<file path="src/fd_stage_if.sv">
/*
 * Pipeline buses of the decryption unit
 *   fd_key_if   decode to execute
 *   fd_byte_if  execute to result
 */


interface fd_byte_if ();
    logic        valid;
    logic        apply;
    logic [15:0] enc;
    logic [7:0]  dec_byte;

    modport src (
        output valid, apply, enc, dec_byte
    );

    modport dst (
        input valid, apply, enc, dec_byte
    );
endinterface

</file>
<file path="src/fd_word_result.sv">
/*
 * Result stage
 * Merges the decrypted byte back into the word and registers it
 */
`timescale 1ns/1ns

module fd_word_result (
    input  logic        clk,
    input  logic        rst_n,
    fd_byte_if.dst      in,
    output logic [15:0] dec,
    output logic        dec_valid
);
    logic [15:0] word;

    // Encrypted field sits at bits 15 to 10, 6 and 3
    always_comb begin
        word = in.enc;
        if (in.apply) begin
            word[15:10] = in.dec_byte[7:2];
            word[6]     = in.dec_byte[1];
            word[3]     = in.dec_byte[0];
        end
    end

    always_ff @(posedge clk or negedge rst_n) begin
        if (!rst_n) begin
            dec       <= 16'h0000;
            dec_valid <= 1'b0;
        end else begin
            dec_valid <= in.valid;
            if (in.valid) begin
                dec <= word;
            end
        end
    end

    assert property (@(posedge clk) disable iff (!rst_n) dec_valid |-> !$isunknown(dec))
        else $error("dec_valid with unknown bits in dec");

endmodule

</file>
<file path="src/flat_wrapper.sv">
// flat-port wrapper written by rule: the top's interface ports become plain ports
module fd_word_result_flat 
  (clk, rst_n, dec, dec_valid, in_valid, in_apply, in_enc, in_dec_byte);
  fd_byte_if in_i ();
  input  logic clk;
  input  logic rst_n;
  output logic [15:0] dec;
  output logic dec_valid;
  input wire logic [$bits(in_i.valid)-1:0] in_valid;
  input wire logic [$bits(in_i.apply)-1:0] in_apply;
  input wire logic [$bits(in_i.enc)-1:0] in_enc;
  input wire logic [$bits(in_i.dec_byte)-1:0] in_dec_byte;
  assign in_i.valid = in_valid;
  assign in_i.apply = in_apply;
  assign in_i.enc = in_enc;
  assign in_i.dec_byte = in_dec_byte;
  fd_word_result u_core (.clk(clk), .rst_n(rst_n), .in(in_i), .dec(dec), .dec_valid(dec_valid));
endmodule
</file>
<file path="config.mk">
export PLATFORM = sky130hd
export DESIGN_NAME = fd_word_result_flat
export DESIGN_NICKNAME = d
export VERILOG_FILES = /design/src/fd_stage_if.sv /design/src/fd_word_result.sv /design/src/flat_wrapper.sv
export SDC_FILE = /design/constraint.sdc
export NUM_CORES = 1
export LEC_CHECK = 0
export BUFFER_PORTS_ARGS = -buffer_cell sky130_fd_sc_hd__buf_2
export CORE_ASPECT_RATIO = 1.1
export CORE_MARGIN = 4
export CORE_UTILIZATION = 40
export CTS_BUF_LIST = sky130_fd_sc_hd__clkbuf_4 sky130_fd_sc_hd__clkbuf_8 sky130_fd_sc_hd__clkbuf_16
export CTS_CLUSTER_DIAMETER = 50
export DETAILED_ROUTE_END_ITERATION = 8
export PLACE_DENSITY = 0.73
export SYNTH_ARGS = -nofsm -noshare
export SYNTH_HDL_FRONTEND = slang
export SYNTH_SLANG_ARGS = --single-unit
</file>
<file path="constraint.sdc">
create_clock -name clk -period 1 [get_ports clk]
set_input_delay 0.1 -clock clk [delete_from_list [all_inputs] [get_ports clk]]
set_output_delay 0.1 -clock clk [all_outputs]
set_load 0.01 [all_outputs]
</file>
# --- After elaboration in Yosys (flattened, before gate mapping) ---
# Index checks and enable logic that the tools add are counted.
classes:
  mux: 3
op_table:
  columns: ["operator", "n"]
  rows:
  - ["two-way mux 6 bit", 1]
  - ["two-way mux 1 bit", 2]
totals:
  ff_bits: 17
  inputBits: 28
  out_inout_bits: 17

# --- Logic depth before layout (Yosys ltp) ---
depth:
  ltp_word: 1
  ltp_mapped: 4
  ltp_nobuf: 2

# --- Worst setup path after synthesis ---
# OpenSTA, ideal clock, no wires.
synth_path:
  path_kind: "register to register"
  from: "register u_core.dec[5] (netlist name)"
  to: "register u_core.dec[5]"
  setup_slack_ns: 0.221
  arrival_ns: 0.654
  required_ns: 0.875
  path_stages_with_launch: 2
  n_path_buf: 0
  cell_sequence: "dfrtp_1 -> mux2_4"
synth_rtl:
  columns: ["element", "line_no", "text"]
  rows:
  - ["end signal, assigned", "fd_word_result.sv:33", "dec <= word;"]
  - ["end, declared", "fd_word_result.sv:11", "output logic [15:0] dec,"]

# --- Worst setup path in the final report ---
layout_path:
  from: "register u_core.dec[8]"
  to: "output port dec[8]"
layout_rtl:
  columns: ["element", "line_no", "text"]
  rows:
  - ["end, declared", "flat_wrapper.sv:7", "output logic [15:0] dec;"]
# No word-level cell between the ends.

==> results_dict.tcl <==
set metrics [dict create \
    worstSkewPairLatency_ns 0.28 \
    startpoint_type "flop" \
    critical_path.slowest_cell "dfrtp_1" \
    synth_most_common_cell "dfrtp_1" \
    drtIter0Drc 7 \
    htree_levels 1 \
    p_int_uw 1090 \
    fp-row-count 15 \
    synth.area.top_cells "dfrtp_1 (59%), mux2i_1 (11%), mux2_4 (8.3%)" \
    crit_type "flop to primary output" \
    start_util 0.442 \
    nets 128 \
    cts_root_buf "clkbuf_4" \
    critPathMaxFanout 2 \
    synth_nets 81 \
    slew_violations 0 \
    dieArea_um2 2550 \
    power.switching_uw 363 \
    ys_ff_latch 17 \
    drt_wl_total_um 1540 \
    port_buffers 44 \
    p_comb_frac 0.203 \
    period_share 0.916 \
    core_um2 1630 \
    final_cells 116 \
    tightest_slew_ns 0.359 \
    end_kind "primary output" \
    avgSynthCellArea_um2 13.6 \
    routabilityCongestion 0.675 \
    synth_area_um2 722 \
    vias 566 \
    place_inst 111 \
    grt_pass1_wl_um 2300 \
    clkPwrFrac 0.255 \
    p_per_area_nw_per_um2 1500 \
    path_buf_inv 1 \
    fin_tns_setup_ns 0 \
    grt_pass1_vias 526 \
    critical_path.top_delay_family "flip-flops" \
    syn2layout_area_growth_pct 34.3 \
    hold_class "primary input to flop" \
    r2r_setup_slack_ns 0.23 \
    fmax_mhz 1090 \
    antenna_cells 0 \
    viasPerCell 4.88 \
    post-cts-setup-buffers 0 \
    drc_errors 0 \
    cts_num_sinks 17 \
    fin_crit_ns 0.916 \
    dieHeight_um 52.6 \
    max_stage_delay_ns 0.40 \
    fin_worst_skew_ns 0 \
    status "complete, no violations" \
    avgRoutedWirePerCell_um 13.3 \
    yosysTopAreaCell "dfrtp_1" \
    dp_hpwl_um 1250 \
    swShare 0.250 \
    rsz0062_at_grt "false" \
    grt_max_degree 18 \
    grt_use_total 0.118 \
    cts_buffers 3 \
    ys_top_cells_by_count "dfrtp_1 (17), a21oi_1 (8), mux2i_1 (8), nor2_1 (8)" \
    overflow 0 \
    synthArstFlopShare 1.00 \
    yosysSeqAreaShare 0.589 \
    antenna_found_initial 0 \
    clk_path_buf_depth 2 \
    critPathArrivalTime_ns 0.82 \
    drive_above_1_share 0.576 \
    clk_pin_slew_worst_paths_ns 0.09 \
    vdd_drop_max_mv 1.29 \
    p_leak_uw 0.000515 \
    slew_headroom 0.761 \
    cts_tree "built" \
    synth_warnings 0 \
    synthCells 53 \
    synth_enable_flop_cells 0 \
    finalHoldViolCount 0 \
    ios 45 \
    ys.flop_type "dfrtp_1" \
    yosysTopAreaCellShare 0.589 \
    final_util 0.594 \
    ys_types 9 \
    cp_cell_sequence "buf_2" \
    setup_viol 0 \
    drtPass1Iterations 4 \
    critPathRequiredTime_ns 0.90 \
    die_x_um 48.5 \
    ant_nets 0 \
    max_cap_violations 0 \
    p_seq_frac 0.541 \
]
-- layer usage --
metal  vias to the layer above  track usage  wire [um]  part of all wire
li1                        273            -          -                 -
met3                         2       0.0399        138             0.090
met2                        24        0.204        803              0.52
met4                         0       0.0404          7            0.0046
met1                       267        0.135        588              0.38
met5                         -            0          0                 0
-- state kept, by name, indices dropped and copies added, names as in the netlist --
register / flops
u_core.dec: 16
u_core.dec_valid: 1
-- power groups by stage --
stage          sequential, uW  clock (uW)  combinational, uW
6_report                  788         372                296
5_1_grt                   797         418                325
4_1_cts                   788         380                303
3_5_place_dp              801           0                300
3_3_place_gp              800           0                289
2_1_floorplan             837           0                122
-- stage by stage --
stage	worst slack, ns	hold WS (ns)	total power (uW)	cell area [um^2]
after floorplan	0.221	-0.196	959	722
after global placement	0.159	0.0299	1090	930
after detailed placement	0.106	0.0312	1100	930
after CTS	0.0742	0.0443	1470	970
after global routing	0.0407	0.0269	1540	970
final	0.0844	0.0460	1450	970
-- what timing repair did --
action / in CTS / in global routing
resized for setup: 0 / 0
hold buffers: 1 / 0
hold endpoints to repair: 17 / 0
-- final timing paths --
kind | start | end | cells past startpoint
min in group asynchronous | rst_n | u_core.dec[3] | 2
setup / recovery | u_core.dec[8] | dec[8] | 1
setup reg to reg | u_core.dec[8] | u_core.dec[8] | 1
hold reg to reg | u_core.dec[0] | u_core.dec[0] | 1
hold / removal | in_enc[5] | u_core.dec[5] | 2
max in group asynchronous | rst_n | u_core.dec[13] | 2
-- kinds of logic after synthesis --
kind of cell	share of synthesized area
AO/OA/AOI/OAI	0.0555
buffers and inverters	0.0572
flip-flops	0.589
multiplexers	0.257
AND/OR/NAND/NOR	0.0416
-- layout make-up --
type / count / area [um^2]
clock buffer: 4 / 30.0
fill: 146 / 663
multi-input combinational: 32 / 255
sequential: 17 / 425
tap: 17 / 21.3
timing repair buffer: 46 / 238
-- cells in the final DEF, fill, tap and decap left out --
cell type	instances
mux2i_1	8
dfrtp_1	17
dlygate4sd3_1	1
clkbuf_4	4
mux2_2	4
a21oi_1	8
mux2_4	4
buf_2	44
nor2_1	8
buf_4	1
No activity file was read; power rests on OpenSTA's default activity.
