[src/fd_pkg.sv]
/*
 * Shared definitions for the FD1089 style decryption unit
 *   table address widths
 *   final variant and fetch kind enums
 *   bit order type and permute helper
 *   fixed constants of the substitution and final mix rows
 */
package fd_pkg;

    localparam int KEY_AW = 13;
    localparam int LUT_AW = 8;

    typedef enum logic {
        fd_variant_a = 1'b0,
        fd_variant_b = 1'b1
    } fd_variant_e;

    typedef enum logic {
        fd_access_op   = 1'b0,
        fd_access_data = 1'b1
    } fd_access_e;

    // Entry i names the source bit of result bit 7-i
    typedef logic [2:0] fd_perm_t [8];

    function automatic logic [7:0] fd_permute(input logic [7:0] v, input fd_perm_t p);
        logic [7:0] r;
        for (int i = 0; i < 8; i++) begin
            r[7-i] = v[p[i]];
        end
        return r;
    endfunction

    // Rows applied to the encrypted byte, selected by key bits 7 to 4
    localparam logic [7:0] fd_second_xor [16] = '{
        8'h23, 8'h92, 8'hb8, 8'h74, 8'hcf, 8'hc4, 8'h51, 8'h14,
        8'h7f, 8'h03, 8'h96, 8'h30, 8'he2, 8'h72, 8'hf5, 8'h5b
    };

    localparam fd_perm_t fd_second_perm [16] = '{
        '{6, 4, 5, 7, 3, 0, 1, 2},
        '{2, 5, 3, 6, 7, 1, 0, 4},
        '{6, 7, 4, 2, 0, 5, 1, 3},
        '{5, 3, 7, 1, 4, 6, 0, 2},
        '{7, 4, 1, 0, 6, 2, 3, 5},
        '{3, 1, 6, 4, 5, 0, 2, 7},
        '{5, 7, 2, 4, 3, 1, 6, 0},
        '{7, 2, 0, 6, 1, 3, 4, 5},
        '{3, 5, 6, 0, 2, 1, 7, 4},
        '{2, 3, 4, 0, 6, 7, 5, 1},
        '{3, 1, 7, 5, 2, 4, 6, 0},
        '{7, 6, 2, 3, 0, 4, 5, 1},
        '{1, 0, 3, 7, 4, 5, 2, 6},
        '{1, 6, 0, 5, 7, 2, 4, 3},
        '{0, 4, 1, 2, 6, 5, 7, 3},
        '{0, 7, 5, 3, 1, 4, 2, 6}
    };

    // Variant A family rows, xor first and then reorder
    localparam logic [7:0] fd_last_xor [16] = '{
        8'h55, 8'h94, 8'h8d, 8'h9a, 8'h72, 8'hff, 8'h06, 8'hc5,
        8'hec, 8'h89, 8'h5c, 8'h3f, 8'h57, 8'hf7, 8'h3a, 8'hac
    };

    localparam fd_perm_t fd_last_perm [16] = '{
        '{6, 5, 1, 0, 7, 4, 2, 3},
        '{7, 6, 4, 2, 0, 5, 1, 3},
        '{1, 4, 2, 3, 0, 6, 7, 5},
        '{4, 3, 5, 6, 0, 2, 1, 7},
        '{4, 3, 7, 0, 5, 6, 1, 2},
        '{1, 7, 2, 3, 6, 4, 5, 0},
        '{6, 5, 3, 2, 4, 1, 0, 7},
        '{3, 5, 1, 4, 2, 7, 0, 6},
        '{4, 7, 5, 1, 6, 0, 2, 3},
        '{3, 5, 0, 6, 1, 2, 7, 4},
        '{1, 3, 0, 7, 5, 2, 4, 6},
        '{7, 3, 0, 2, 4, 6, 1, 5},
        '{6, 4, 7, 2, 1, 5, 3, 0},
        '{6, 3, 7, 0, 5, 4, 2, 1},
        '{6, 1, 3, 2, 7, 4, 5, 0},
        '{1, 6, 3, 5, 0, 7, 4, 2}
    };

endpackage

[src/fd_stage_if.sv]
/*
 * Pipeline buses of the decryption unit
 *   fd_key_if   decode to execute
 *   fd_byte_if  execute to result
 */
`timescale 1ns/1ns

interface fd_key_if import fd_pkg::*; ();
    logic              valid;
    fd_access_e        access;
    fd_variant_e       variant;
    logic              apply;
    logic [15:0]       enc;
    logic [7:0]        key;
    logic [LUT_AW-1:0] lut_addr;

    modport src (
        output valid, access, variant, apply, enc, key, lut_addr
    );

    modport dst (
        input valid, access, variant, apply, enc, key, lut_addr
    );
endinterface

interface fd_byte_if ();
    logic        valid;
    logic        apply;
    logic [15:0] enc;
    logic [7:0]  dec_byte;

    modport src (
        output valid, apply, enc, dec_byte
    );

    modport dst (
        input valid, apply, enc, dec_byte
    );
endinterface

[src/fd_table_ram.sv]
/*
 * Byte wide table memory
 * One write port, registered read port
 */
`timescale 1ns/1ns

module fd_table_ram #(
    parameter int AW = 8
) (
    input  logic          clk,
    input  logic          we,
    input  logic [AW-1:0] wr_addr,
    input  logic [7:0]    wr_data,
    input  logic [AW-1:0] rd_addr,
    output logic [7:0]    q
);
    logic [7:0] mem [1 << AW];

    // Read before write on a shared address
    always_ff @(posedge clk) begin
        if (we) begin
            mem[wr_addr] <= wr_data;
        end
        q <= mem[rd_addr];
    end

endmodule

[src/fd_byte_execute.sv]
/*
 * Execute stage
 *   substitution table read
 *   variant A family rows or variant B nibble swaps
 */
`timescale 1ns/1ns

module fd_byte_execute import fd_pkg::*; #(
    parameter int LUT_AW = fd_pkg::LUT_AW
) (
    input  logic              clk,
    input  logic              rst_n,
    input  logic [LUT_AW-1:0] prog_addr,
    input  logic [7:0]        prog_data,
    input  logic              lut_we,
    fd_key_if.dst             in,
    fd_byte_if.src            out
);
    logic [7:0]  preval;
    logic        valid_q;
    logic        apply_q;
    logic [15:0] enc_q;
    logic [7:0]  key_q;
    fd_access_e  access_q;
    fd_variant_e variant_q;
    logic        fam_top;
    logic [3:0]  family;
    logic [7:0]  last_in;
    logic [7:0]  val_a;
    logic [7:0]  val_b;

    fd_table_ram #(
        .AW (LUT_AW)
    ) u_lut_ram (
        .clk     (clk),
        .we      (lut_we),
        .wr_addr (prog_addr),
        .wr_data (prog_data),
        .rd_addr (in.lut_addr),
        .q       (preval)
    );

    always_ff @(posedge clk or negedge rst_n) begin
        if (!rst_n) begin
            valid_q <= 1'b0;
        end else begin
            valid_q <= in.valid;
        end
    end

    always_ff @(posedge clk) begin
        apply_q   <= in.apply;
        enc_q     <= in.enc;
        key_q     <= in.key;
        access_q  <= in.access;
        variant_q <= in.variant;
    end

    // Shared by the family code and the variant B low bit
    assign fam_top = (access_q == fd_access_data) ? (key_q[4] ^ (~key_q[6] & key_q[2]))
                                                  : (key_q[5] ^ (key_q[6] & key_q[2]));
    assign family  = {fam_top, key_q[2:0]};

    always_comb begin
        last_in = preval;
        if (key_q[0]) begin
            if (last_in[0]) begin
                last_in[7:6] = ~last_in[7:6];
            end
            if (~last_in[6] ^ last_in[4]) begin
                last_in = {last_in[7:4], last_in[1], last_in[0], last_in[2], last_in[3]};
            end
        end else if (~last_in[6] ^ last_in[4]) begin
            last_in = {last_in[7:4], last_in[0], last_in[1], last_in[3], last_in[2]};
        end
        if (!last_in[6]) begin
            last_in = {last_in[7:4], last_in[2], last_in[3], last_in[0], last_in[1]};
        end
        val_a = fd_permute(last_in ^ fd_last_xor[family], fd_last_perm[family]);
    end

    always_comb begin
        val_b    = preval;
        val_b[0] = val_b[0] ^ fam_top;
        if (key_q[2]) begin
            val_b = {val_b[7:4], val_b[1:0], val_b[3:2]};
            if (key_q[0] ^ key_q[1]) begin
                val_b = {val_b[7:4], val_b[0], val_b[1], val_b[3], val_b[2]};
            end
        end else begin
            val_b = {val_b[7:4], val_b[3:2], val_b[0], val_b[1]};
            if (key_q[0] ^ key_q[1]) begin
                val_b = {val_b[7:4], val_b[1], val_b[0], val_b[2], val_b[3]};
            end
        end
    end

    assign out.valid    = valid_q;
    assign out.apply    = apply_q;
    assign out.enc      = enc_q;
    assign out.dec_byte = (variant_q == fd_variant_b) ? val_b : val_a;

    // Substitution table must be stable while a word reads it
    assert property (@(posedge clk) disable iff (!rst_n) !(lut_we && in.valid))
        else $error("substitution table write while a word is in flight");

endmodule

[src/flat_wrapper.sv]
// flat-port wrapper written by rule: the top's interface ports become plain ports
module fd_byte_execute_flat import fd_pkg::*;
#(
    parameter int LUT_AW = fd_pkg::LUT_AW
)
  (clk, rst_n, prog_addr, prog_data, lut_we, in_valid, in_access, in_variant, in_apply, in_enc, in_key, in_lut_addr, out_valid, out_apply, out_enc, out_dec_byte);
  fd_key_if in_i ();
  fd_byte_if out_i ();
  input  logic clk;
  input  logic rst_n;
  input  logic [LUT_AW-1:0] prog_addr;
  input  logic [7:0] prog_data;
  input  logic lut_we;
  input wire logic [$bits(in_i.valid)-1:0] in_valid;
  input wire logic [$bits(in_i.access)-1:0] in_access;
  input wire logic [$bits(in_i.variant)-1:0] in_variant;
  input wire logic [$bits(in_i.apply)-1:0] in_apply;
  input wire logic [$bits(in_i.enc)-1:0] in_enc;
  input wire logic [$bits(in_i.key)-1:0] in_key;
  input wire logic [$bits(in_i.lut_addr)-1:0] in_lut_addr;
  output wire logic [$bits(out_i.valid)-1:0] out_valid;
  output wire logic [$bits(out_i.apply)-1:0] out_apply;
  output wire logic [$bits(out_i.enc)-1:0] out_enc;
  output wire logic [$bits(out_i.dec_byte)-1:0] out_dec_byte;
  assign in_i.valid = in_valid;
  assign in_i.access = in_access;
  assign in_i.variant = in_variant;
  assign in_i.apply = in_apply;
  assign in_i.enc = in_enc;
  assign in_i.key = in_key;
  assign in_i.lut_addr = in_lut_addr;
  assign out_valid = out_i.valid;
  assign out_apply = out_i.apply;
  assign out_enc = out_i.enc;
  assign out_dec_byte = out_i.dec_byte;
  fd_byte_execute #(.LUT_AW(LUT_AW)) u_core (.clk(clk), .rst_n(rst_n), .prog_addr(prog_addr), .prog_data(prog_data), .lut_we(lut_we), .in(in_i), .out(out_i));
endmodule
[config.mk]
export PLATFORM = sky130hd
export DESIGN_NAME = fd_byte_execute_flat
export DESIGN_NICKNAME = d
export VERILOG_FILES = /design/src/fd_pkg.sv /design/src/fd_stage_if.sv /design/src/fd_table_ram.sv /design/src/fd_byte_execute.sv /design/src/flat_wrapper.sv
export SDC_FILE = /design/constraint.sdc
export NUM_CORES = 2
export LEC_CHECK = 0
export ABC_AREA = 0
export BUFFER_PORTS_ARGS = -buffer_cell sky130_fd_sc_hd__buf_2
export CAP_MARGIN = 20
export CORE_MARGIN = 5
export CORE_UTILIZATION = 43
export DETAILED_ROUTE_END_ITERATION = 10
export GPL_TIMING_DRIVEN = 0
export SLEW_MARGIN = 20
export SYNTH_ARGS = -nofsm -noshare
export SYNTH_HDL_FRONTEND = slang
export SYNTH_SLANG_ARGS = --single-unit
[constraint.sdc]
create_clock -name clk -period 2.9 [get_ports clk]
set_input_delay 0 -clock clk [delete_from_list [all_inputs] [get_ports clk]]
set_output_delay 0 -clock clk [all_outputs]
set_load 0.005 [all_outputs]
* Word level (Yosys, flattened, before mapping)
Memories as Yosys holds them, arrays and structs flattened. A register that Yosys moved wholly into a read port is not among the register bits.
Cells that the tools add are included.
** Cells by class
- Muxes and demuxes :: 33
- Bitwise logic cells :: 14
- Magnitude comparators :: 9
** Operators by type and width (number)
- $mux W24 :: 2
- $lt A3 B4 Y1 const B :: 8
- $mux W8 :: 4
- $bmux W1 S3 :: 8
- $mux W4 :: 5
- $mux W1 :: 11
- $xor A8 B8 Y8 :: 1
- $mux W7 :: 1
- $xor A1 B1 Y1 :: 6
- $ge A5 B5 Y1 const B :: 1
- $not A4 Y5 :: 1
- $mux W2 :: 2
- $not A1 Y1 :: 3
- $and A1 B1 Y1 :: 2
- $not A2 Y2 :: 1
** Word-level totals
- Output and inout bits :: 26
- Register bits after elaboration :: 27
- Bits of input ports :: 55
- Memories :: 3
- Bits in writable memories :: 2048
- Bits in read-only memories :: 512
** Memory list
- u_core.u_lut_ram.mem :: depth 256, bits a word 8, read ports 1, clocked after Yosys merged registers in 1, write ports 1, line fd_table_ram.sv:17 : logic [7:0] mem [1 << AW];
- (no name shown) :: depth 16, bits a word 24, read ports 1, clocked after Yosys merged registers in 0, write ports 0, line fd_byte_execute.sv:79 : val_a = fd_permute(last_in ^ fd_last_xor[family], fd_last_perm[family]);
- (no name shown) :: depth 16, bits a word 8, read ports 1, clocked after Yosys merged registers in 0, write ports 0, line fd_byte_execute.sv:79

* Depth between registers and ports, before layout
- Word-level depth :: 12
- Depth in mapped cells :: 12
- Depth with buffers taken out :: 9

* Hierarchy
A second synthesis with hierarchy kept.
** Second synthesis, totals
- Cell total of the unflattened synthesis :: 4070
- Area total of the unflattened synthesis :: 82319.0 um^2
** By module, submodules not included
- fd_table_ram :: instances 1, area an instance 79556.3 um^2, seq. area each 61659.1 um^2, cells each 3733
- fd_byte_execute :: instances 1, area an instance 2762.6 um^2, seq. area each 525.5 um^2, cells each 337

* Worst setup path before layout
No wires, ideal clock.
- Kind :: register to output
- From :: reg u_core.key_q[1]
- To :: out out_dec_byte[6]
- Setup slack :: 0.240 ns
- Data arrival time :: 2.660 ns
- Path buffers :: 2
- Cell stages (with the launch flop) :: 10
- Cell sequence :: dfxtp_1 -> clkbuf_1 -> inv_1 -> ha_1 -> clkbuf_1 -> mux2i_1 -> mux2i_2 -> xnor2_1 -> mux4_2 -> a221o_1
** Between the ends
- Longest elaborated chain between the ends :: 8
- Elaborated cells between the ends (all ways) :: 11
- Those cells by class :: mux (7); bitwise (2); memory (2)
** Ends and longest elaborated chain
- start: declaration :: line fd_byte_execute.sv:23 : logic [7:0] key_q;
- start signal: assignment :: line fd_byte_execute.sv:54 : key_q <= in.key;
- $not A4 Y5 (not written as such) (*) :: line fd_byte_execute.sv:79
- $mem_v2 Z16 W8
- $mux W8 (not written as such) (2 in series) :: line fd_byte_execute.sv:79
- $xor A8 B8 Y8 :: line fd_byte_execute.sv:79
- $bmux W1 S3 (*) :: line fd_pkg.sv:29 : r[7-i] = v[p[i]];
- $mux W1 (not written as such) (*) :: line fd_pkg.sv:29
- $mux W8 (*) :: line fd_byte_execute.sv:101 : assign out.dec_byte = (variant_q == fd_variant_b) ? val_b : val_a;
- end: declaration :: line flat_wrapper.sv:24 : output wire logic [$bits(out_i.dec_byte)-1:0] out_dec_byte;
Every way passes the cells marked *; elsewhere a longest branch is shown, timed or not. The select of a mux whose other input is x is not followed.

* Worst setup path after layout
- From :: reg u_core.access_q
- To :: out out_dec_byte[6]
** Between the ends
- Longest elaborated chain between the ends :: 9
- Elaborated cells between the ends (all ways) :: 12
- Those cells by class :: mux (8); bitwise (2); memory (2)
** Ends and longest elaborated chain
- start: declaration :: line fd_byte_execute.sv:24 : fd_access_e access_q;
- start signal: assignment :: line fd_byte_execute.sv:55 : access_q <= in.access;
- $mux W1 (*) :: line fd_byte_execute.sv:60 : assign fam_top = (access_q == fd_access_data) ? (key_q[4] ^ (~key_q[6] & key_q[2]))
- $not A4 Y5 (not written as such) (*) :: line fd_byte_execute.sv:79
- $mem_v2 Z16 W8
- $mux W8 (not written as such) (2 in series) :: line fd_byte_execute.sv:79
- $xor A8 B8 Y8 :: line fd_byte_execute.sv:79
- $bmux W1 S3 (*) :: line fd_pkg.sv:29
- $mux W1 (not written as such) (*) :: line fd_pkg.sv:29
- $mux W8 (*) :: line fd_byte_execute.sv:101
Marked as above.

==> impl.org <==
** Floorplan
- The initialized floorplan defines 160 standard-cell rows.
- X dimension of the die :: 446 um
- CORE AREA :: 0.190 mm^2
- For this configuration, the core starts out at a cell density of 0.431.
- The die is 446 um tall.
- around 80 I/O pins were placed.
- Die Footprint :: 0.199 mm^2

** Timing
- Counting I/O delays and the setup requirement, the final critical path takes approximately 3.6 ns.
- The final max-slew violation count was 0.
- Peak clock frequency supported by timing :: 0.278 GHz
- Final period utilization :: 1.24
- Setup repair after global routing could not meet its margin everywhere.
- After layout, the worst setup slack is -0.702 ns.
- Clock skew on the completed layout was measured at roughly 0.025 ns.
- Relative slew slack :: 0.225
- For the final routed database, the setup TNS stands at -4.95 ns.
- The number of hold-slack violations in the final timing report was 0.
- Setup violations remaining at the end of the flow were counted as 10.
- For the pin with the worst max-slew slack, the measured transition is 1.16 ns.

** Setup path
- Critical Path Stages :: 11
- Start-to-end type of the worst setup path :: register to output port
- The slowest stage of the critical path belongs to the cell mux4_2.
- Number of buffer and inverter instances along the worst setup path :: 3
- The most critical setup path has its startpoint at u_core.access_q$_DFF_P_.
- Cell seen most often among critical-path stages :: buf_2
- Following the worst setup path forward leads to its endpoint at out_dec_byte[6].
- Broken down by cell family, the worst path's largest delay share belongs to compound AO/OA/AOI/OAI gates.
- Worst EP arrival :: 3.60 ns
- For the worst setup path, the data required time is 2.90 ns.
- The worst register-to-register path begins at u_core.u_lut_ram.mem[247][2]$_DFFE_PP_.
- The worst setup path is launched from a register.
- STA classifies the critical path endpoint as an output port.
- In this run the critical register-to-register path is captured at u_core.u_lut_ram.q[2]$_DFF_P_.
- Depth of the worst register-to-register path :: 5
- For this run, the slowest stage of the critical path takes 0.46 ns.
- Setup slack on the worst reg-to-reg path comes out at -0.10 ns.
- Max Fanout on Critical Path :: 6
- The signal on the critical path passes through buf_6 > or2_1 > buf_2 > a211o_1 > a31oi_4 > nor3_1 > or2_4 > mux4_2 > and3_1 > a221o_1 > buf_2.

** Synth
- For this run, asynchronously set or reset flops after synthesis account for 0.000480.
- After technology mapping, the gate count stands at 3554.
- Average cell area after synthesis :: 23.0 um^2
- Synthesis instantiated 68 different standard cells from the library.
- Cells taking the most area after synthesis :: edfxtp_1, mux4_2, nor2_1
- In the synthesized netlist the dominant register cell turns out to be edfxtp_1.
- For this run, the number of Yosys warnings is 0.
- After synthesis the netlist holds a flip-flop and latch count of between 2000 and 2500.
- Of the synthesized area, sequential elements account for 0.762.
- Post-Synthesis Net Count :: 3620
- Cell Area, Synth :: 0.0816 mm^2
- Area fraction of the dominant cell type after synthesis :: 0.753
- The synthesized design contains 2048 enable-type register cells.
- Synth area leader :: edfxtp_1

** Clocking
- TritonCTS built the clock tree.
- In this run the clock root is driven by a clkbuf_16.
- The later pin in the worst-skew pair is clocked with a latency of roughly 0.86 ns.
- Counting the buffers created by CTS gives 208.
- The clock net in this run drives a total of around 2100 sinks.
- After clock tree synthesis, the clock-pin slew on the worst setup and hold paths is 0.06 ns.
- The H-tree was split into 4 levels.
- The clock passes through at most 3 buffers.

** Cells and area
- Final #Nets :: 4030
- In the final layout, the multi-input gates occupy 0.0191 mm^2.
- Leaving out fill and tap cells, the most frequent cells in the layout are edfxtp_1, mux4_2, nor2_1, clkbuf_16, buf_2.
- In the final layout, flip-flops and latches occupy 0.0622 mm^2.
- Area growth, synth to finish :: 15.8%
- Layout Cells excl Fill :: 6664
- Most common library cell in the layout ignoring fill and taps :: edfxtp_1
- The layout has 14900 filler cells.
- Of the cells placed in the final design, the portion with a size suffix greater than 1 is 0.329.

** Routing
- The final route contains slightly above 40000 vias.
- The final layout contains routed wiring with a total length of 227000 um.
- Number of remaining DRC errors :: 0
- The first routing iteration left 5378 violations.
- Final routed wire length divided by cell count :: 34.1 um
- In this run the remaining antenna-violating nets after routing total 0.
- The first TritonRoute pass finished after 7 iterations.
- Post-detailed-route via-to-cell ratio :: 6.05

** Global route
- In the global route stage, overall resource usage came out at 0.229.
- Entering global routing, the biggest net connects between 100 and 150 pins.
- The first global-routing pass estimated 317000 um of wire.
- Vias in the first global route :: 40300
- The initial antenna violation count is 11.
- The total overflow left after global routing is 0.

** Place
- Number of port buffers :: 70
- Number of cells after detailed placement :: approximately 6000
- The wire-length estimate of the detail-placed layout is 152000 um.
- At the end of routability-driven placement, the weighted congestion stood at 0.869.

** Power
- For this design the ratio of total power to cell area is between 600 and 700 mW/mm^2.
- IR drop worst, VDD :: 0.000631 V
- The analysis attributes to cell leakage a power of 29.2 nW.

** Run
- Number of violations of the max-capacitance limit :: 0

** Min path
- In this run the most critical hold path is launched from prog_addr[5].
- Worst hold path type :: primary input to register

** Run status
- Run status :: finished, violations left
- Violated checks :: negative setup slack
logic make-up (layout without fill, tap and decap cells):
kind of cell	after synthesis	in the layout	share of synthesized area
DFF	2082	2082	0.762
muxes	723	723	0.194
and+or+nand+nor	411	411	0.0212
buffers and inverters	216	803	0.0109
AOI/OAI and AO/OA	94	94	0.00820
xor gates and xnor gates	17	17	0.00182
adders and majority gates	11	11	0.00169
other	0	12	0
routing by layer:
metal  vias to the layer above  part of all wire  global-route usage
li1                      16000                 -                   -
met3                       396             0.090              0.0548
met1                     21900              0.39               0.313
met5                         -          0.000057                   0
met2                      1968              0.48               0.361
met4                         2             0.038              0.0832
state kept, by name, indices dropped and copies added (netlist names):
name / cells
u_core.access_q: 1
u_core.key_q: 6
u_core.out.apply: 1
u_core.out.enc: 16
u_core.out.valid: 1
u_core.u_lut_ram.mem: 2048
u_core.u_lut_ram.q: 8
u_core.variant_q: 1
stage by stage:
stage	hold WS, ns	setup WS, ns	cell area (um^2)	total power, mW	utilization
global route	0.0421	-0.810	94500	66.2	0.499
finish	0.0739	-0.702	94500	64.5	0.499
floorplan	-0.296	0.240	81600	36.2	-
global placement	-0.224	-2.08	85100	38.1	0.449
CTS	0.00663	-0.735	94200	64.7	0.497
detailed placement	-0.224	-1.81	86200	38.2	0.455
cell usage after synthesis (3+ instances only):
master and count:
o21ai_1 5, a21boi_0 3, nor3_1 21, buf_2 56, ha_1 11, and3_1 3
nand3b_1 4, a211oi_1 4, clkbuf_1 114, edfxtp_1 2048, mux4_2 683, xnor2_1 10
or2_2 5, a22oi_1 17, nand2b_1 7, o21ai_0 22, mux2_2 3, and2_1 3
mux2i_1 29, nand4_1 7, dfxtp_1 33, a21oi_1 11, nor2_1 267, mux4_1 3
xor2_1 7, buf_1 35, nand2_1 53, o311ai_1 4, nor2b_1 11, inv_1 7
nand3_1 21
report_power, final:
part	switching [mW]	internal (mW)
logic	2.82	1.98
clock network	11.7	14.8
registers	0.0694	33.1
total	14.6	49.9
worst min path at each step:
| stage | cells past startpoint | end |
|---|---|---|
| finish | 3 | u_core.u_lut_ram.mem[253][1]$_DFFE_PP_ |
| global route | 4 | u_core.u_lut_ram.q[0]$_DFF_P_ |
| CTS | 3 | u_core.u_lut_ram.mem[252][0]$_DFFE_PP_ |
| detailed placement | 1 | u_core.out.valid$_DFF_PN0_ |
| global placement | 1 | u_core.out.valid$_DFF_PN0_ |
| floorplan | 0 | u_core.out.valid$_DFF_PN0_ |
repair_timing:
item	in CTS	in global routing
endpoints found under the setup margin	16	24
resized for setup	150	56
hold buffers	71	0
gates cloned	1	0
pin swaps	10	9
hold endpoints to repair	1609	0
buffers inserted	14	11
worst register-to-register path, delay by kind of cell (launching register included):
family / cells / cell delay [ns]
AND/OR/NAND/NOR: 1 / 0.28
AO/OA/AOI/OAI: 1 / 0.54
flip-flops: 1 / 0.36
multiplexers: 3 / 1.63
layout make-up:
cell class,count,area share
sequential,2082,0.658
multi-input combinational,1256,0.202
clock buffer,252,0.0570
tap,2511,0.0332
timing repair buffer,200,0.0233
clock inverter,135,0.0135
buffer,208,0.0121
inverter,8,0.000437
antenna,12,0.000318
Note: power is estimated with default switching activity, not from simulation.
